File: src/rtl/core_types_pkg.sv
package core_types_pkg;

    // ====================================================================
    // Core widths
    // ====================================================================

    localparam int NUM_LANES  = 3;      // Dispatch lanes with one ALU each
    localparam int DATA_WIDTH = 32;     // RV32I datapath
    localparam int PREG_WIDTH = 6;      // Up to 64 physical registers

    typedef logic [DATA_WIDTH-1:0] data_t;    // Operand or result value
    typedef logic [PREG_WIDTH-1:0] preg_t;    // Physical register number
    typedef logic [1:0]            tag_t;     // Producing lane, 0 to 2

    // Value present in the register with no producer outstanding
    localparam tag_t TAG_READY = 2'd3;

    // ====================================================================
    // ALU operation codes
    // ====================================================================

    typedef logic [3:0] alu_op_t;

    localparam alu_op_t OP_ADD  = 4'd0;
    localparam alu_op_t OP_SUB  = 4'd1;
    localparam alu_op_t OP_AND  = 4'd2;
    localparam alu_op_t OP_OR   = 4'd3;
    localparam alu_op_t OP_XOR  = 4'd4;
    localparam alu_op_t OP_SLT  = 4'd5;    // Signed compare
    localparam alu_op_t OP_SLTU = 4'd6;    // Unsigned compare
    localparam alu_op_t OP_SLL  = 4'd7;
    localparam alu_op_t OP_SRL  = 4'd8;
    localparam alu_op_t OP_SRA  = 4'd9;    // Sign-filling right shift

endpackage

File: src/rtl/dispatch_pkg.sv
package dispatch_pkg;

    import core_types_pkg::*;

    // Renamed instruction from the issue side
    typedef struct packed {
        alu_op_t op;
        preg_t   src_a;
        preg_t   src_b;
        logic    use_imm;     // Immediate replaces src_b
        data_t   imm;
        preg_t   rd;
    } dispatch_req_t;

    // Operand value plus producer tag
    typedef struct packed {
        data_t value;         // Only meaningful once tag is TAG_READY
        tag_t  tag;
    } operand_t;

    // Station contents after decode
    typedef struct packed {
        alu_op_t  op;
        operand_t a;
        operand_t b;
        preg_t    rd;
    } rs_entry_t;

    // Issued to the ALU, both operands resolved
    typedef struct packed {
        alu_op_t op;
        data_t   a;
        data_t   b;
        preg_t   rd;
    } exec_req_t;

    typedef struct packed {
        preg_t rd;
        data_t data;
    } result_t;

    // One broadcast channel per producing lane
    typedef struct packed {
        logic  valid;
        preg_t rd;
        data_t data;
    } cdb_t;

    typedef enum logic [1:0] {
        RS_EMPTY,             // Free for dispatch
        RS_WAIT,              // Snooping for missing operands
        RS_ISSUED             // Offered to the ALU
    } rs_state_t;

endpackage

File: src/rtl/reservation_station.sv
`timescale 1ns/1ps

module reservation_station #(
    parameter core_types_pkg::tag_t LANE_TAG = 2'd0
) (
    input  logic                        clk,
    input  logic                        arst_n,
    input  dispatch_pkg::dispatch_req_t disp_req,
    input  logic                        disp_valid,
    output logic                        disp_ready,
    output core_types_pkg::preg_t       src_addr [2],
    input  dispatch_pkg::operand_t      src_opnd [2],
    input  dispatch_pkg::cdb_t          cdb [core_types_pkg::NUM_LANES],
    output dispatch_pkg::exec_req_t     exec_req,
    output logic                        exec_valid,
    input  logic                        exec_ready
);

    import core_types_pkg::*;
    import dispatch_pkg::*;

    rs_state_t state_q, state_d;
    rs_entry_t entry_q;            // Held instruction
    preg_t     src_q [2];          // Source numbers for the CDB compare
    rs_entry_t dec_entry;          // Decoded from the dispatch request
    operand_t  a_snp, b_snp;       // Held operands after this cycle's CDB
    logic      accept;

    // Pick the channel named by the tag and capture on an rd match
    function automatic operand_t snoop(operand_t opnd, preg_t src);
        operand_t res;
        cdb_t     bus;
        res = opnd;
        bus = '0;
        if (opnd.tag != TAG_READY) begin
            bus = cdb[opnd.tag];               // Channel index equals the tag
        end
        if (bus.valid && bus.rd == src) begin
            res.value = bus.data;
            res.tag   = TAG_READY;
        end
        return res;
    endfunction

    // ====================================================================
    // Decode
    // ====================================================================

    assign disp_ready  = (state_q == RS_EMPTY);
    assign accept      = disp_valid && disp_ready;
    assign src_addr[0] = disp_req.src_a;       // Register file read in the same cycle
    assign src_addr[1] = disp_req.src_b;

    always_comb begin
        dec_entry.op = disp_req.op;
        dec_entry.a  = src_opnd[0];
        dec_entry.b  = src_opnd[1];
        dec_entry.rd = disp_req.rd;
        if (disp_req.use_imm) begin
            dec_entry.b.value = disp_req.imm;  // Immediate always present
            dec_entry.b.tag   = TAG_READY;
        end
    end

    always_comb begin
        a_snp = snoop(entry_q.a, src_q[0]);
        b_snp = snoop(entry_q.b, src_q[1]);
    end

    // ====================================================================
    // State machine
    // ====================================================================

    always_comb begin
        state_d = state_q;
        case (state_q)
            RS_EMPTY: begin
                if (accept) begin
                    if (dec_entry.a.tag == TAG_READY && dec_entry.b.tag == TAG_READY) begin
                        state_d = RS_ISSUED;
                    end else begin
                        state_d = RS_WAIT;
                    end
                end
            end
            RS_WAIT: begin
                if (a_snp.tag == TAG_READY && b_snp.tag == TAG_READY) begin
                    state_d = RS_ISSUED;       // Issue the cycle after wake-up
                end
            end
            RS_ISSUED: begin
                if (exec_ready) state_d = RS_EMPTY;
            end
            default: state_d = RS_EMPTY;
        endcase
    end

    always_ff @(posedge clk or negedge arst_n) begin
        if (!arst_n) state_q <= RS_EMPTY;
        else         state_q <= state_d;
    end

    // Entry payload
    always_ff @(posedge clk) begin
        if (accept) begin
            entry_q  <= dec_entry;
            src_q[0] <= disp_req.src_a;
            src_q[1] <= disp_req.src_b;
        end else if (state_q == RS_WAIT) begin
            entry_q.a <= a_snp;                // Keep captured CDB values
            entry_q.b <= b_snp;
        end
    end

    // ====================================================================
    // Issue
    // ====================================================================

    assign exec_valid = (state_q == RS_ISSUED);

    always_comb begin
        exec_req.op = entry_q.op;
        exec_req.a  = entry_q.a.value;
        exec_req.b  = entry_q.b.value;
        exec_req.rd = entry_q.rd;
    end

endmodule
File: config.mk
export PLATFORM = sky130hd
export DESIGN_NAME = reservation_station
export DESIGN_NICKNAME = d
export VERILOG_FILES = /design/src/rtl/core_types_pkg.sv /design/src/rtl/dispatch_pkg.sv /design/src/rtl/reservation_station.sv
export SDC_FILE = /design/constraint.sdc
export NUM_CORES = 1
export LEC_CHECK = 0
export BUFFER_PORTS_ARGS = -buffer_cell sky130_fd_sc_hd__clkbuf_2
export CAP_MARGIN = 10
export CORE_AREA = 2 2 129 131
export DETAILED_ROUTE_END_ITERATION = 6
export DIE_AREA = 0 0 131 133
export PLACE_DENSITY_LB_ADDON = 0.3
export SLEW_MARGIN = 10
export SYNTH_ARGS = -nofsm -noshare
export SYNTH_HDL_FRONTEND = slang
export SYNTH_SLANG_ARGS = --single-unit
File: constraint.sdc
create_clock -name clk -period 5.6 [get_ports clk]
set_clock_uncertainty 0.2 [all_clocks]
set_input_delay 0.56 -clock clk [delete_from_list [all_inputs] [get_ports clk]]
set_output_delay 0.56 -clock clk [all_outputs]
set_load 0.005 [all_outputs]
==> metrics <==
syn nets=a little over 900; layout cells sized above 1=41.7%; Yosys top cell area share=roughly two fifths; Synth area leaders=edfxtp_1 (41%), mux2i_1 (16%), buf_4 (10%); clk buf depth=2; CP Data Required Time=5.37 ns; synthesized cell area=0.00659 mm^2; crit path from=entry_q[41]$_DFFE_PP_; ant diodes=0; CTS-repair resized insts=0; leakage=about 3.7 nW; minimum clock period=around 3.8 ns; fin util=between 40% and 50%; final HPWL from detailed placement=around 17 mm; Final Slew Violations=0; Reg2Reg Launch Point=entry_q[41]$_DFFE_PP_; via count=5808; vias per std cell=approximately 5.2; fmax=about 260 MHz; r2r endpoint=exec_req[42]$_DFFE_PP_; WL/cell=between 15 and 20 um; Worst-path clk slew=approximately 0.070 ns; RSZ-0062 raised after global routing=no; die height=133 um; FF-to-FF path depth=5; top post-synthesis cells by count=mux2i_1 (108), nand2_1 (99), buf_4 (90), edfxtp_1 (90), o21ai_0 (69); FF+latch count, synth=just over 90; core area=between 0.015 and 0.02 mm^2; CTS H-tree lvls=3; Async S/R FF share, synth=under 10%; register area share after synthesis=a little over two fifths; Final Hold Vio Count=0; largest net degree at the start of global routing=between 70 and 80; number of global-route vias before repair=~5500; Max-Cap Viols=0; WP data arrival=3.56 ns; IO Count=332; placed insts=around 1100; DIE WIDTH=~130 um; Port Buffers=331; effective utilization at floorplan=between 40% and 50%; Clock Latency Late Sink=between 0.3 and 0.4 ns; Synth Flop Type=edfxtp_1; Starting DRT DRC Count=between 200 and 300; Row Count=47; maximum VDD drop=192 uV; flop-to-flop setup slack=roughly 1.8 ns; Antenna Nets Post-Route=0; Post-CTS Setup Bufs=0; Worst Tran Pin Value=1.17 ns; Crit. End Element=register; CTS tree=done; Avg Synthesized Cell Area=9.82 um^2; Net count, final=1131; Routed WL=approximately 22 mm; Tcrit/Tclk final=between 60% and 70%; first-pass GRT wire length=roughly 31 mm; Power, Total=~0.0033 W; gr ovfl total=0; synthesis warning total=0; Initial DRT Pass Iterations=4; area grow syn2layout=21.9%; Die ar.=roughly 0.017 mm^2; crit start category=register; crit path kind=register to register; Distinct cells, synth=39; number of flops mapped to enable cells by yosys=90; count leader, synth=mux2i_1; worst min path class=primary input to register; Final Wtd Congestion=between 0.9 and 1; Crit Path Max Fanout=32; initial antenna violation count=0; Setup crit end=exec_req[42]$_DFFE_PP_; status=finished, final reports clean; Finished Layout Cells=roughly 1100; detailed-route DRC error count=0; Worst Hold Margin=around 0.19 ns; post-synthesis cell count=~670; Fin Setup TNS=0 ns; Root Buffer=clkbuf_16; Sink Count=92; Synth area leader=edfxtp_1; Worst slew margin=about 22%; Final setup viols=0; pwr dens=between 400 and 500 mW/mm^2; gr usage total=between 20% and 30%; cts bufs inserted=9
[cells by family (layout without fill, tap and decap cells)]
logic type / count (synthesis) / count (layout) / share of synthesized area, %
AOI/OAI and AO/OA: 163 / 163 / 15.9
xor gates and xnor gates: 2 / 2 / 0.266
buffers and inverters: 142 / 363 / 13.7
DFF: 92 / 92 / 41.8
muxes: 112 / 112 / 17.1
and+or+nand+nor: 160 / 160 / 11.3
[through the flow]
step	cell area (um^2)	worst slack [ns]
after floorplan	6590	0.986
after global placement	7740	1.84
after detailed placement	7740	1.79
after CTS	8030	1.77
after global routing	8030	1.57
final	8030	1.80
[routing by layer]
metal	share of wire [%]	GRT usage, %
met4	3.3	9.40
met1	37	26.7
met2	52	44.2
met5	0	0
met3	7.7	5.58
[report_power, final]
part / internal, W / switching [W]
Clock: 0.000307 / 0.000295
Sequential: 0.000970 / 0.000124
Combinational: 0.000635 / 0.000925
Total: 0.00191 / 0.00134
[how the worst min path moves through the flow]
stage | start | to | slack (ns) | cells past startpoint
floorplan | arst_n | state_q[0]$_DFFE_PN0P_ | 0.06 | 0
global placement | arst_n | state_q[0]$_DFFE_PN0P_ | 0.16 | 1
detailed placement | arst_n | state_q[0]$_DFFE_PN0P_ | 0.16 | 1
CTS | disp_req[0] | exec_req[0]$_DFFE_PP_ | 0.17 | 1
global route | disp_req[54] | exec_req[73]$_DFFE_PP_ | 0.17 | 1
finish | disp_req[0] | exec_req[0]$_DFFE_PP_ | 0.19 | 1
[timing repair]
item	CTS	global route
endpoints found under the setup margin	0	0
endpoints found under the hold margin	2	0
hold buffers	1	0
[layout by cell type, fill, tap and decap left out, types with 5 or more instances in the layout]
master,Yosys,final
clkbuf_2,0,331
mux2i_1,108,108
nand2_1,99,98
edfxtp_1,90,90
o21ai_0,69,68
o22ai_1,36,36
a22o_1,32,32
nor2_1,16,16
nand2b_1,15,15
nor2b_1,12,10
buf_4,90,10
clkbuf_16,0,9
a21oi_1,9,8
a221oi_1,5,5
[layout make-up]
| class | count | area, um^2 |
|---|---|---|
| timing repair buffer | 342 | 1740 |
| fill | 1586 | 8140 |
| tap | 220 | 275 |
| inverter | 5 | 18.8 |
| sequential | 92 | 2750 |
| multi-input combinational | 437 | 2970 |
| clock buffer | 10 | 229 |
| clock inverter | 6 | 48.8 |
[state kept, by name, indices dropped and copies added (netlist names)]
register,cells
src_q,12
entry_q,4
state_q,2
exec_req,74
[critical path, cell delays in order (launching register included)]
cell,delay [ns]
edfxtp_1,1.13
mux2i_1,0.33
mux2i_1,0.22
o22ai_1,0.08
or4_4,0.58
o21ai_4,0.84
(Power assumes the default switching activity.)
