$ cat src/rtl/core_types_pkg.sv
package core_types_pkg;

    // ====================================================================
    // Core widths
    // ====================================================================

    localparam int NUM_LANES  = 3;      // Dispatch lanes with one ALU each
    localparam int DATA_WIDTH = 32;     // RV32I datapath
    localparam int PREG_WIDTH = 6;      // Up to 64 physical registers

    typedef logic [DATA_WIDTH-1:0] data_t;    // Operand or result value
    typedef logic [PREG_WIDTH-1:0] preg_t;    // Physical register number
    typedef logic [1:0]            tag_t;     // Producing lane, 0 to 2

    // Value present in the register with no producer outstanding
    localparam tag_t TAG_READY = 2'd3;

    // ====================================================================
    // ALU operation codes
    // ====================================================================

    typedef logic [3:0] alu_op_t;

    localparam alu_op_t OP_ADD  = 4'd0;
    localparam alu_op_t OP_SUB  = 4'd1;
    localparam alu_op_t OP_AND  = 4'd2;
    localparam alu_op_t OP_OR   = 4'd3;
    localparam alu_op_t OP_XOR  = 4'd4;
    localparam alu_op_t OP_SLT  = 4'd5;    // Signed compare
    localparam alu_op_t OP_SLTU = 4'd6;    // Unsigned compare
    localparam alu_op_t OP_SLL  = 4'd7;
    localparam alu_op_t OP_SRL  = 4'd8;
    localparam alu_op_t OP_SRA  = 4'd9;    // Sign-filling right shift

endpackage

$ cat src/rtl/dispatch_pkg.sv
package dispatch_pkg;

    import core_types_pkg::*;

    // Renamed instruction from the issue side
    typedef struct packed {
        alu_op_t op;
        preg_t   src_a;
        preg_t   src_b;
        logic    use_imm;     // Immediate replaces src_b
        data_t   imm;
        preg_t   rd;
    } dispatch_req_t;

    // Operand value plus producer tag
    typedef struct packed {
        data_t value;         // Only meaningful once tag is TAG_READY
        tag_t  tag;
    } operand_t;

    // Station contents after decode
    typedef struct packed {
        alu_op_t  op;
        operand_t a;
        operand_t b;
        preg_t    rd;
    } rs_entry_t;

    // Issued to the ALU, both operands resolved
    typedef struct packed {
        alu_op_t op;
        data_t   a;
        data_t   b;
        preg_t   rd;
    } exec_req_t;

    typedef struct packed {
        preg_t rd;
        data_t data;
    } result_t;

    // One broadcast channel per producing lane
    typedef struct packed {
        logic  valid;
        preg_t rd;
        data_t data;
    } cdb_t;

    typedef enum logic [1:0] {
        RS_EMPTY,             // Free for dispatch
        RS_WAIT,              // Snooping for missing operands
        RS_ISSUED             // Offered to the ALU
    } rs_state_t;

endpackage

$ cat src/rtl/cdb_result_stage.sv
`timescale 1ns/1ps

module cdb_result_stage (
    input  logic                                 clk,
    input  logic                                 arst_n,
    input  dispatch_pkg::result_t                alu_res [core_types_pkg::NUM_LANES],
    input  logic [core_types_pkg::NUM_LANES-1:0] alu_valid,
    output logic [core_types_pkg::NUM_LANES-1:0] alu_ready,
    output dispatch_pkg::result_t                result [core_types_pkg::NUM_LANES],
    output logic [core_types_pkg::NUM_LANES-1:0] result_valid,
    input  logic [core_types_pkg::NUM_LANES-1:0] result_ready,
    output dispatch_pkg::cdb_t                   cdb [core_types_pkg::NUM_LANES]
);

    import core_types_pkg::*;
    import dispatch_pkg::*;

    logic [NUM_LANES-1:0] valid_q;     // Result register occupied
    result_t              res_q [NUM_LANES];

    // Free or being accepted this cycle
    assign alu_ready = ~valid_q | result_ready;

    always_ff @(posedge clk or negedge arst_n) begin
        if (!arst_n) begin
            valid_q <= '0;
        end else begin
            for (int l = 0; l < NUM_LANES; l++) begin
                if (alu_ready[l]) valid_q[l] <= alu_valid[l];
            end
        end
    end

    always_ff @(posedge clk) begin
        for (int l = 0; l < NUM_LANES; l++) begin
            if (alu_valid[l] && alu_ready[l]) res_q[l] <= alu_res[l];
        end
    end

    // ====================================================================
    // Hand-off and broadcast
    // ====================================================================

    // Broadcast only in the accepting cycle, so wake-ups see retired results
    always_comb begin
        for (int l = 0; l < NUM_LANES; l++) begin
            result[l]     = res_q[l];
            cdb[l].valid  = valid_q[l] && result_ready[l];
            cdb[l].rd     = res_q[l].rd;
            cdb[l].data   = res_q[l].data;
        end
    end

    assign result_valid = valid_q;

endmodule

$ cat config.mk
export PLATFORM = sky130hd
export DESIGN_NAME = cdb_result_stage
export DESIGN_NICKNAME = d
export VERILOG_FILES = /design/src/rtl/core_types_pkg.sv /design/src/rtl/dispatch_pkg.sv /design/src/rtl/cdb_result_stage.sv
export SDC_FILE = /design/constraint.sdc
export NUM_CORES = 1
export LEC_CHECK = 0
export BUFFER_PORTS_ARGS = -buffer_cell sky130_fd_sc_hd__buf_2
export CORE_AREA = 2 2 139 141
export CTS_CLUSTER_SIZE = 40
export DETAILED_ROUTE_END_ITERATION = 16
export DIE_AREA = 0 0 141 143
export HOLD_SLACK_MARGIN = 0.08
export SYNTH_ARGS = -nofsm -noshare
export SYNTH_HDL_FRONTEND = slang
export SYNTH_SLANG_ARGS = --single-unit
$ cat constraint.sdc
create_clock -name clk -period 1.5 [get_ports clk]
set_clock_uncertainty 0.15 [all_clocks]
set_input_delay 0 -clock clk [delete_from_list [all_inputs] [get_ports clk]]
set_output_delay 0 -clock clk [all_outputs]
set_load 0.01 [all_outputs]
==> results summary <==
Prior to clock tree synthesis, the placed netlist has a worst setup slack of 0.153 ns. The initial core utilization came out at 0.240. The final hold violation count is 0. Yosys attributes the largest share of cell area to sky130_fd_sc_hd__edfxtp_1 77%, sky130_fd_sc_hd__buf_4 19%, sky130_fd_sc_hd__dfrtp_1 1.7%. The number of buffers created by CTS came out at 17. The final number of max-transition violations was 0.

The flow ran to the end, and the final reports show no timing, DRC or antenna violations. Across every metal layer, demand over resource in global routing totals 0.120. TritonCTS built the clock tree.

The area of the core is 18600 um2. The routed length per placed instance came out at 14.4 um. The area fraction of the dominant cell type after synthesis is 0.768. Among all flip-flop cells after synthesis, the most frequent one is sky130_fd_sc_hd__edfxtp_1.

The number of filler cells placed in the layout is 1721. The synthesized netlist net count is 365. In this run the tightest slew margin relative to its limit is 0.851. By count the netlist is led by 114 x sky130_fd_sc_hd__buf_4, 114 x sky130_fd_sc_hd__edfxtp_1. The number of warnings printed during yosys synthesis came out at 0.

Once placement completed, the tool counted placed cells totaling 724. CTS placed an instance of sky130_fd_sc_hd__clkbuf_16 at the clock tree root. The count of nets after finishing is 753. The required time of the critical path is 1.63 ns. The worst register-to-register path ends at result_valid[1]$_DFFE_PN0P_. The count of nets left with antenna violations after detail routing came out at 0. The detailed-router iteration count before antenna repair came out at 4. The worst-case IR drop observed on VDD is 0.000704 V.

The global placement routability congestion came out at 0.798. For this design the static power due to leakage is 3.36 nW. The clock latency reported for the late side of the worst-skew pair is 0.40 ns.

The clock net in this run drives a total of 117 sinks. The average vias per placed instance came out at 3.73. The maximum buffer depth of the clock tree is 2. The pin count of the biggest net entering global routing is 39. The number of enable flip-flop cells after synthesis came out at 114.

Excluding fillers, the count of instances in the completed layout stands at 878. The distinct cell type count of the synthesized netlist is 7. Setup repair after global routing left no endpoint under its margin. The fraction of final layout cells with drive strength greater than 1 came out at 0.615. The final critical-path share of the clock period came out at 0.938. The aggregate negative setup slack came out at 0 ns. Following the worst setup path forward leads to its endpoint at result_valid[1]$_DFFE_PN0P_. The global-route wire length before repair came out at 17900 um. Synthesis handed over a netlist of 243 instances.

The initial antenna violation count was 0. For the worst flop-to-flop path, the logic depth is 3. The highest clock frequency the design can meet came out at 711 MHz. The via count of the first global-routing pass was 3300.

The critical-path maximum fanout is 3. In this run the critical register-to-register path is launched from result_valid[1]$_DFFE_PN0P_. The sequential-to-total area share from yosys stat is 0.785. Detailed placement ended at an HPWL of 9220 um. The minimum setup slack among reg-to-reg paths came out at 0.09 ns. The worst setup path category is reg2reg. Summing over every cut layer, the via total after detailed routing is 3279. Counting flops and latches in the post-synthesis netlist gives 117. Global routing finished with a remaining overflow of 0. The number of remaining DRC errors is 0.

The worst setup path is captured at a flop. The floorplan die height came out at 143 um. The async set-or-reset flop fraction in the synthesized netlist came out at 0.0256. The post-synthesis cell area came out at 4460 um2. Setup violations remaining at the end of the flow were counted as 0. The die covers 20200 um2. The detailed router finished its first iteration with 137 violations.

The number of antenna diodes in the final layout is 0. The post-layout minimum cycle time came out at 1.41 ns. The mean area per synthesized cell came out at 18.4 um2. STA classifies the critical path startpoint as a flop. The clock transition at the register clock pins on the worst setup and hold paths after CTS is 0.06 ns. The worst-case setup margin in the final layout came out at 0.0930 ns.

The total number of H-tree levels is 4. The count of buffers added on input and output ports is 358. The power per standard cell area is 1130 nW/um2. The min-delay analysis places its worst path in the category in2reg. The width of the chip came out at 141 um.

The critical path starts at result_valid[1]$_DFFE_PN0P_. The aggregate routed wire length came out at 12700 um. The largest individual stage delay along the critical path comes from the cell sky130_fd_sc_hd__dlygate4sd3_1. The number of core rows came out at 50.

Summed over all instances, the cell type with the most area after synthesis is sky130_fd_sc_hd__edfxtp_1. The signal on the critical path passes through nand2b_4, nand2b_1, dlygate4sd3_1. The area growth from synthesis to layout is 67.9%. The power consumption came out at 0.00848 W. The critical path data arrival time came out at 1.54 ns. The minimum hold slack is 0.155 ns. The count of boundary I/O pins came out at 359. The max-capacitance violation count is 0. The transition time at the pin with the least slew margin came out at 0.223 ns. On the worst path, the slowest cell contributes a delay of 0.57 ns.
==> placed cells by master (no fill, tap or decap), types with 2 or more instances in the layout <==
cell                              n
sky130_fd_sc_hd__buf_2          358
sky130_fd_sc_hd__dlygate4sd3_1  122
sky130_fd_sc_hd__edfxtp_1       114
sky130_fd_sc_hd__clkbuf_16       17
sky130_fd_sc_hd__clkinv_2         5
sky130_fd_sc_hd__clkinvlp_4       4
sky130_fd_sc_hd__nand2b_4         3
sky130_fd_sc_hd__and2_4           3
sky130_fd_sc_hd__and2_1           3
sky130_fd_sc_hd__nand2b_1         3
sky130_fd_sc_hd__buf_12           3
sky130_fd_sc_hd__dfrtp_1          3
sky130_fd_sc_hd__clkinv_1         2
sky130_fd_sc_hd__clkinv_4         2
==> registers in the layout, indices dropped and copies added (netlist names) <==
signal,flops
res_q,114
result_valid,3
==> how the worst min path moves through the flow <==
stage                 start                     endpoint  slack [ns]  cells past startpoint
2_1_floorplan        arst_n  result_valid[0]$_DFFE_PN0P_       -0.45                      0
3_3_place_gp         arst_n  result_valid[0]$_DFFE_PN0P_       -0.33                      1
3_5_place_dp         arst_n  result_valid[0]$_DFFE_PN0P_       -0.33                      1
4_1_cts        alu_res[101]       res_q[0][25]$_DFFE_PP_        0.13                      2
5_1_grt        alu_res[112]       res_q[0][36]$_DFFE_PP_        0.12                      2
6_report        alu_res[11]       res_q[0][87]$_DFFE_PP_        0.16                      2
==> cell families after synthesis <==
group / after synthesis / share of synthesized area
simple gates: 12 / 0.0236
buf+inv: 114 / 0.192
flops: 117 / 0.785
==> critical path: cells and delay by family, from the launching register on <==
family,cells,cell delay [ns]
flip-flops,1,0.42
buffers and inverters,1,0.57
AND/OR/NAND/NOR,2,0.15
==> where the power goes <==
group          total [W]  switching, W  internal (W)
clock network    0.00350       0.00141       0.00208
registers        0.00392      0.000100       0.00382
logic            0.00106      0.000487      0.000576
==> final cells by class <==
| cell class | instances | area [um2] | area share |
|---|---|---|---|
| flip-flops and latches | 117 | 3500 | 0.467 |
| repair buffers | 483 | 3070 | 0.410 |
| clock buffers | 18 | 429 | 0.0573 |
| well taps | 234 | 293 | 0.0391 |
| multi-input cells | 12 | 105 | 0.0140 |
| clock inverters | 14 | 88.8 | 0.0119 |
==> repair_timing <==
item	4_1_cts	5_1_grt
buffers inserted	0	0
hold buffers	122	0
gates resized for setup	0	0
hold endpoints to repair	234	0
==> stage by stage <==
step                      cell area [um2]  utilization
after global placement               5750        0.309
after floorplan                      4460            -
after detailed placement             5750        0.309
final                                7490        0.403
after global routing                 7490        0.403
after CTS                            7490        0.403
==> metal layers <==
| metal | vias to the layer above | global-route usage | wire, um |
|---|---|---|---|
| met1 | 1553 | 0.133 | 4900 |
| met4 | 0 | 0.0474 | 155 |
| li1 | 1525 | - | - |
| met3 | 7 | 0.0409 | 898 |
| met2 | 194 | 0.214 | 6730 |
| met5 | - | 0 | 0 |
Note: power is estimated with default switching activity, not from simulation.
