**src/rtl/core_types_pkg.sv**
```systemverilog
package core_types_pkg;

    // ====================================================================
    // Core widths
    // ====================================================================

    localparam int NUM_LANES  = 3;      // Dispatch lanes with one ALU each
    localparam int DATA_WIDTH = 32;     // RV32I datapath
    localparam int PREG_WIDTH = 6;      // Up to 64 physical registers

    typedef logic [DATA_WIDTH-1:0] data_t;    // Operand or result value
    typedef logic [PREG_WIDTH-1:0] preg_t;    // Physical register number
    typedef logic [1:0]            tag_t;     // Producing lane, 0 to 2

    // Value present in the register with no producer outstanding
    localparam tag_t TAG_READY = 2'd3;

    // ====================================================================
    // ALU operation codes
    // ====================================================================

    typedef logic [3:0] alu_op_t;

    localparam alu_op_t OP_ADD  = 4'd0;
    localparam alu_op_t OP_SUB  = 4'd1;
    localparam alu_op_t OP_AND  = 4'd2;
    localparam alu_op_t OP_OR   = 4'd3;
    localparam alu_op_t OP_XOR  = 4'd4;
    localparam alu_op_t OP_SLT  = 4'd5;    // Signed compare
    localparam alu_op_t OP_SLTU = 4'd6;    // Unsigned compare
    localparam alu_op_t OP_SLL  = 4'd7;
    localparam alu_op_t OP_SRL  = 4'd8;
    localparam alu_op_t OP_SRA  = 4'd9;    // Sign-filling right shift

endpackage

```
**src/rtl/dispatch_pkg.sv**
```systemverilog
package dispatch_pkg;

    import core_types_pkg::*;

    // Renamed instruction from the issue side
    typedef struct packed {
        alu_op_t op;
        preg_t   src_a;
        preg_t   src_b;
        logic    use_imm;     // Immediate replaces src_b
        data_t   imm;
        preg_t   rd;
    } dispatch_req_t;

    // Operand value plus producer tag
    typedef struct packed {
        data_t value;         // Only meaningful once tag is TAG_READY
        tag_t  tag;
    } operand_t;

    // Station contents after decode
    typedef struct packed {
        alu_op_t  op;
        operand_t a;
        operand_t b;
        preg_t    rd;
    } rs_entry_t;

    // Issued to the ALU, both operands resolved
    typedef struct packed {
        alu_op_t op;
        data_t   a;
        data_t   b;
        preg_t   rd;
    } exec_req_t;

    typedef struct packed {
        preg_t rd;
        data_t data;
    } result_t;

    // One broadcast channel per producing lane
    typedef struct packed {
        logic  valid;
        preg_t rd;
        data_t data;
    } cdb_t;

    typedef enum logic [1:0] {
        RS_EMPTY,             // Free for dispatch
        RS_WAIT,              // Snooping for missing operands
        RS_ISSUED             // Offered to the ALU
    } rs_state_t;

endpackage

```
**src/rtl/alu_unit.sv**
```systemverilog
`timescale 1ns/1ps

module alu_unit (
    input  logic                    clk,
    input  logic                    arst_n,
    input  dispatch_pkg::exec_req_t exec_req,
    input  logic                    exec_valid,
    output logic                    exec_ready,
    output dispatch_pkg::result_t   alu_res,
    output logic                    alu_valid,
    input  logic                    alu_ready
);

    import core_types_pkg::*;
    import dispatch_pkg::*;

    data_t      calc;          // Combinational result
    logic [4:0] shamt;         // RV32I shift amount
    logic       valid_q;       // Output register occupied
    result_t    res_q;

    assign shamt = exec_req.b[4:0];

    // ====================================================================
    // Operation
    // ====================================================================

    always_comb begin
        case (exec_req.op)
            OP_ADD:  calc = exec_req.a + exec_req.b;
            OP_SUB:  calc = exec_req.a - exec_req.b;
            OP_AND:  calc = exec_req.a & exec_req.b;
            OP_OR:   calc = exec_req.a | exec_req.b;
            OP_XOR:  calc = exec_req.a ^ exec_req.b;
            OP_SLT:  calc = data_t'($signed(exec_req.a) < $signed(exec_req.b));
            OP_SLTU: calc = data_t'(exec_req.a < exec_req.b);
            OP_SLL:  calc = exec_req.a << shamt;
            OP_SRL:  calc = exec_req.a >> shamt;
            OP_SRA:  calc = data_t'($signed(exec_req.a) >>> shamt);
            default: calc = '0;                // Unused codes give zero
        endcase
    end

    // ====================================================================
    // Output register
    // ====================================================================

    // Take a new request when empty or draining this cycle
    assign exec_ready = !valid_q || alu_ready;

    always_ff @(posedge clk or negedge arst_n) begin
        if (!arst_n) begin
            valid_q <= 1'b0;
        end else if (exec_ready) begin
            valid_q <= exec_valid;
        end
    end

    always_ff @(posedge clk) begin
        if (exec_valid && exec_ready) begin
            res_q.rd   <= exec_req.rd;
            res_q.data <= calc;
        end
    end

    assign alu_res   = res_q;
    assign alu_valid = valid_q;

endmodule

```
**config.mk**
```make
export PLATFORM = sky130hd
export DESIGN_NAME = alu_unit
export DESIGN_NICKNAME = d
export VERILOG_FILES = /design/src/rtl/core_types_pkg.sv /design/src/rtl/dispatch_pkg.sv /design/src/rtl/alu_unit.sv
export SDC_FILE = /design/constraint.sdc
export NUM_CORES = 1
export LEC_CHECK = 0
export ABC_AREA = 1
export BUFFER_PORTS_ARGS = -buffer_cell sky130_fd_sc_hd__buf_2
export CAP_MARGIN = 20
export CELL_PAD_IN_SITES_DETAIL_PLACEMENT = 0
export CELL_PAD_IN_SITES_GLOBAL_PLACEMENT = 1
export CORE_UTILIZATION = 42
export CTS_CLUSTER_SIZE = 10
export DETAILED_ROUTE_END_ITERATION = 8
export PLACE_DENSITY = 0.82
export REMOVE_ABC_BUFFERS = 1
export SYNTH_ARGS = -nofsm -noshare
export SYNTH_HDL_FRONTEND = slang
export SYNTH_SLANG_ARGS = --single-unit
```
**constraint.sdc**
```tcl
create_clock -name clk -period 3.3 [get_ports clk]
set_input_delay 0.165 -clock clk [delete_from_list [all_inputs] [get_ports clk]]
set_output_delay 0.165 -clock clk [all_outputs]
set_load 0.03 [all_outputs]
```
==> results.py, run 1 <==
metrics = {
    "sta": {
        "period_minus_slack_ns": 2.562,
        "rsz0062_at_grt": "no",
        "timing.fmax_mhz": 390.3,
        "fin_tns_setup_ns": 0,
        "max-slew-margin-rel_pct": 26.17,
        "slew_violations": 0,
        "hold_viol": 0,
        "setup_viol": 0,
        "fin_crit_sh_pct": 77.64,
        "tightest_slew_ns": 1.106,
        "clock_skew_ns": 0.006297,
        "hold_ws_ns": 0.03082,
    },
    "route": {
        "vias_per_cell": 5.806,
        "vias": 14840,
        "totalWireLength_um": 56930,
        "drc_errors": 0,
        "drtIter0Drc": 1833,
        "post_drt_wl_per_cell_um": 22.27,
        "firstDrtPassIters": 7,
        "ant_nets": 0,
    },
    "clock_network": {
        "clkTransAtPathRegs_ns": 0.08,
        "cts_buffer_depth": 2,
        "cts-htree-levels": 2,
        "clk_latency_ns": 0.31,
        "numClockSinks": 39,
        "clock-root-buffer": "clkbuf_16",
        "tritoncts": "yes",
        "post_cts_buffers": 0,
        "numCtsBuffers": 5,
    },
    "die": {
        "placementRows": 60,
        "ios": 118,
        "die_h_um": 167.0,
        "dieWidth_um": 167.0,
        "start_util_pct": 42.65,
        "core_sq_um": 26800,
        "dieArea_sq_um": 27880,
    },
    "grt": {
        "grt_use_total_pct": 40.23,
        "grt_max_degree": 71,
        "grt_overflow_total": 0,
        "antenna_found_initial": 0,
        "grt_pass1_wl_um": 83570,
        "grt_pass1_vias": 13210,
    },
    "worst_setup_path": {
        "critPathRequiredTime_ns": 3.35,
        "cp.arrival_ns": 2.61,
        "end_kind": "flip-flop",
        "path_max_fanout": 33,
        "crit_path_max_incr_delay_ns": 0.38,
        "path_class": "input pin to flip-flop",
        "slowest_stage": "nand2_1",
        "path_cells": "buf_2, inv_4, nand2_1, nand3_1, nand3_1, nand3_1, o21ai_1, o21ai_0, nor2_1, nand3_1",
        "cp_common_cell": "nand3_1",
        "startpoint_type": "input pin",
    },
    "final_layout": {
        "layout-drive-gt1-share_pct": 9.616,
        "antennaDiodeCount": 0,
        "final_nets": 2391,
        "fill_cells": 3085,
        "area_growth_pct": 7.773,
    },
    "synthesis": {
        "synth.cell_area_sq_um": 11430,
        "yosysSeqAreaShare_pct": 10.20,
        "synth.avg_cell_area_sq_um": 5.304,
        "synth_area_leader_cell": "nand2_1",
        "synth_xor_area_share_pct": 0.2299,
        "synth_compound_area_share_pct": 9.677,
        "synth_top_family_by_area": "simple AND/OR/NAND/NOR gates",
        "synth_edf_count": 38,
        "synth-simple-area-share_pct": 54.15,
        "synth.most_common_cell": "nand2_1",
        "synth-main-ff-cell": "edfxtp_1",
        "async_flop_share_pct": 2.564,
        "yosysTopAreaCellShare_pct": 24.27,
        "muxShareOfSynthArea_pct": 0,
        "netlist_instances": 2155,
        "ys_types": 47,
        "synth_area_leaders": "nand2_1 24%, nand3_1 17%, ha_1 11%, edfxtp_1 10%, inv_1 9.8%",
        "yosys_warnings": 0,
        "synth_commonest_cells": "739 x nand2_1, 381 x nand3_1, 297 x inv_1",
        "ys_seq_elements": 39,
        "synth_fa_ha_area_share_pct": 10.97,
    },
    "power": {
        "vdd_drop_max_mv": 0.2838,
        "p_leak_uw": 0.006902,
        "p_per_area_nw_per_um2": 254.8,
    },
    "status": {
        "status": "finished, final reports clean",
    },
    "worst_hold_path": {
        "hp-class": "input pin to flip-flop",
    },
    "placed_design": {
        "hpwl_um": 46790,
        "place.gp.congestion": 1.038,
        "port_buffers": 117,
    },
    "job": {
        "max_cap_violations": 0,
    },
}
==> power breakdown <==
part	internal, uW	switching (uW)
Clock	359	273
Sequential	597	21.8
Combinational	518	1370
==> sequential cells by signal, summed over array words and instances, names as in the netlist <==
register,count
alu_res,38
alu_valid,1
==> cell usage in the layout (no fill, tap or decap), types with 7 or more instances in the layout <==
master,n
inv_2,9
o211ai_1,10
nand2_2,24
buf_2,117
and2_1,15
buf_4,27
o22ai_1,17
a21oi_1,76
nor2_2,7
o21ai_0,50
ha_1,97
o21bai_1,12
nand3_1,381
o21ai_1,17
nand4_1,38
inv_1,296
edfxtp_1,38
nor2_1,158
nor3_1,27
nand2_1,739
==> cells by family after synthesis <==
logic type               Yosys count
flip-flops                        39
XOR/XNOR                           3
AO/OA/AOI/OAI                    197
adder cells (fa/ha/maj)           99
buffers and inverters            400
AND/OR/NAND/NOR                 1417
==> what timing repair did <==
item	in CTS	in global routing
gates resized for setup	0	0
hold endpoints to repair	1	0
hold buffers	1	0
==> metrics by stage <==
step	cells	worst slack (ns)	area, sq um	utilization (%)	power (uW)
after global routing	2556	0.6686	12320	45.96	3307
after CTS	2556	0.8711	12320	45.96	3091
after global placement	2547	0.5311	12140	45.29	2452
after floorplan	2061	0.4201	10890	-	1752
after detailed placement	2547	0.5525	12140	45.29	2456
final	2556	0.7378	12320	45.96	3139
==> per-layer routing <==
metal | wire length, um | up-vias | global-route usage, %
met5 | 0 | - | 0
li1 | - | 7075 | -
met3 | 4955 | 109 | 5.014
met4 | 3429 | 0 | 21.86
met1 | 24260 | 6816 | 54.88
met2 | 24280 | 841 | 61.38
==> path summary, 6_finish.rpt <==
| kind | startpoint | end | slack (ns) | cells after the start |
|---|---|---|---|---|
| worst min-delay path | exec_req[0] | alu_res[32] | 0.03 | 1 |
| max in group asynchronous | arst_n | alu_valid | 3.04 | 2 |
| min in group asynchronous | arst_n | alu_valid | 0.18 | 2 |
| worst max register to register | alu_valid | alu_res[28] | 1.79 | 2 |
| worst max-delay path | exec_req[6] | alu_res[31] | 0.74 | 10 |
| worst min register to register | alu_valid | alu_valid | 0.58 | 2 |
==> worst max-delay path, delay by kind of cell <==
kind | cells | cell delay [ns]
simple gates | 6 | 1.32
buf+inv | 2 | 0.64
compound gates | 2 | 0.47
==> cell type report <==
type / count / area (sq um) / area share, %
Multi-Input combinational cell: 1716 / 8587 / 69.71
Inverter: 306 / 1151 / 9.345
Clock inverter: 3 / 43.79 / 0.3555
Tap cell: 341 / 426.7 / 3.464
Timing Repair Buffer: 146 / 818.3 / 6.643
Clock buffer: 5 / 125.1 / 1.016
Sequential cell: 39 / 1166 / 9.467
Power figures use the tool's default switching activity.
==> inputs of run 2 (changes only) <==
Clock period 3.3 ns to 2.45 ns, I/O delays scaled along.
==> run 2 against run 1 <==
Compared with the run above: the flow now finishes with violations (design-rule violations); die area did not move; global-route usage increased by 0.49 points; cell count is 5.0% higher; utilization increased by 3.8 points; design area increased by 8.3%; via count increased by 3.5%; largest power group unchanged.
==> results.py, run 2 (synthesis results as in run 1) <==
metrics = {
    "status": {
        "status": "finished, violations left",
        "violations": "design-rule violations",
    },
    "worst_hold_path": {
        "hp-class": "input pin to flip-flop",
    },
    "placed_design": {
        "placed_cells": 2668,
        "dpl_worst_slack_ns": 0.01195,
        "hpwl_um": 47810,
        "place.gp.congestion": 1.025,
        "port_buffers": 117,
    },
    "grt": {
        "grt_overflow_total": 0,
        "grt_max_degree": 69,
        "antenna_found_initial": 1,
        "grt_use_total_pct": 40.72,
        "grt_pass1_vias": 13660,
        "grt_pass1_wl_um": 84580,
    },
    "sta": {
        "tightest_slew_ns": 0.8135,
        "clock_skew_ns": 0.01381,
        "period_minus_slack_ns": 2.198,
        "hold_viol": 0,
        "setup_viol": 0,
        "hold_ws_ns": 0.003621,
        "layout_setup_ws_ns": 0.2517,
        "timing.fmax_mhz": 454.9,
        "rsz0062_at_grt": "no",
        "slew_violations": 0,
        "max-slew-margin-rel_pct": 45.70,
        "fin_crit_sh_pct": 89.73,
    },
    "worst_setup_path": {
        "cp-startpoint": "exec_req[48]",
        "regToRegSetupSlack_ns": 0.97,
        "path_max_fanout": 9,
        "startpoint_type": "input pin",
        "end_kind": "flip-flop",
        "r2r-start": "alu_valid",
        "crit_end": "alu_res[20]",
        "cp.arrival_ns": 2.24,
        "r2r_cells": 2,
        "path_class": "input pin to flip-flop",
        "worst_r2r_endpoint": "alu_res[31]",
        "critPathRequiredTime_ns": 2.49,
    },
    "die": {
        "die_h_um": 167.0,
        "dieWidth_um": 167.0,
        "placementRows": 60,
        "start_util_pct": 42.65,
        "dieArea_sq_um": 27880,
        "ios": 118,
        "core_sq_um": 26800,
    },
    "route": {
        "post_drt_wl_per_cell_um": 21.42,
        "drc_errors": 2,
        "vias_per_cell": 5.726,
        "totalWireLength_um": 57470,
        "firstDrtPassIters": 9,
        "ant_nets": 0,
        "drtIter0Drc": 1862,
        "vias": 15360,
    },
    "final_layout": {
        "layout-drive-gt1-share_pct": 14.27,
        "final_util_pct": 49.78,
        "final_nets": 2517,
        "instances_no_fill": 2683,
        "largest_reg_flops": 38,
        "layout_common_cells": "739 x nand2_1, 381 x nand3_1, 296 x inv_1, 158 x nor2_1, 143 x buf_4",
        "fill_cells": 3029,
        "area_growth_pct": 16.73,
        "final_common_cell": "nand2_1",
    },
    "clock_network": {
        "clk_latency_ns": 0.31,
        "numClockSinks": 39,
        "post_cts_buffers": 0,
        "numCtsBuffers": 5,
        "cts-htree-levels": 2,
        "cts_buffer_depth": 2,
        "clock-root-buffer": "clkbuf_16",
        "clkTransAtPathRegs_ns": 0.07,
        "tritoncts": "yes",
        "postCtsHoldBufs": 4,
        "cts_resized": 0,
    },
    "power": {
        "vdd_drop_max_mv": 0.2694,
        "p_per_area_nw_per_um2": 335.8,
        "p_leak_uw": 0.007529,
        "power_uw": 4480,
    },
    "job": {
        "max_cap_violations": 0,
    },
}
## run 2: stage by stage
step | cell area [sq um] | TNS (ns)
final | 13340 | 0
after global placement | 13110 | 0
after global routing | 13340 | 0
after detailed placement | 13110 | 0
after floorplan | 10890 | -21.97
after CTS | 13320 | 0
## run 2: layout make-up
cell class                      count  area, sq um  share of cell area [%]
Multi-Input combinational cell   1716         8587                   64.36
Timing Repair Buffer              272         1839                   13.79
Sequential cell                    39         1166                   8.741
Inverter                          306         1151                   8.628
Tap cell                          341        426.7                   3.198
Clock buffer                        5        125.1                  0.9378
Clock inverter                      3        43.79                  0.3282
Antenna cell                        1        2.502                 0.01876
## run 2: worst min-delay path by stage
| stage | endpoint | start | depth (start not counted) | slack, ns |
|---|---|---|---|---|
| finish | alu_res[35] | exec_req[3] | 1 | 0.004 |
| global placement | alu_valid | arst_n | 1 | -0.10 |
| CTS | alu_res[36] | exec_req[4] | 1 | 0.001 |
| floorplan | alu_valid | arst_n | 0 | -0.17 |
| global route | alu_res[35] | exec_req[3] | 1 | 0.009 |
| detailed placement | alu_valid | arst_n | 1 | -0.10 |
## run 2: power by group
group	switching, uW	internal [uW]	total (uW)	leakage [uW]
clock	387	485	872	0.0000838
sequential	28.2	804	832	0.000382
combinational	1890	890	2780	0.00706
## run 2: routing by layer
layer	global-route usage [%]	up-vias	wire (um)	part of all wire, %
li1	-	7316	-	-
met1	55.12	7045	24430	43
met2	63.18	871	24280	42
met3	4.444	130	5010	8.7
met4	22.02	0	3742	6.5
met5	0	-	0	0
## run 2: critical path, stage by stage
cell     delay (ns)
buf_2          0.18
inv_1          0.08
ha_1           0.47
nand2_1        0.15
inv_1          0.09
nand2_1        0.12
nor3_1         0.27
nand3_1        0.19
nand3_1        0.13
nand2_1        0.05
nand2_1        0.06
nor2_1         0.04
nor2_1         0.18
nand2_1        0.12
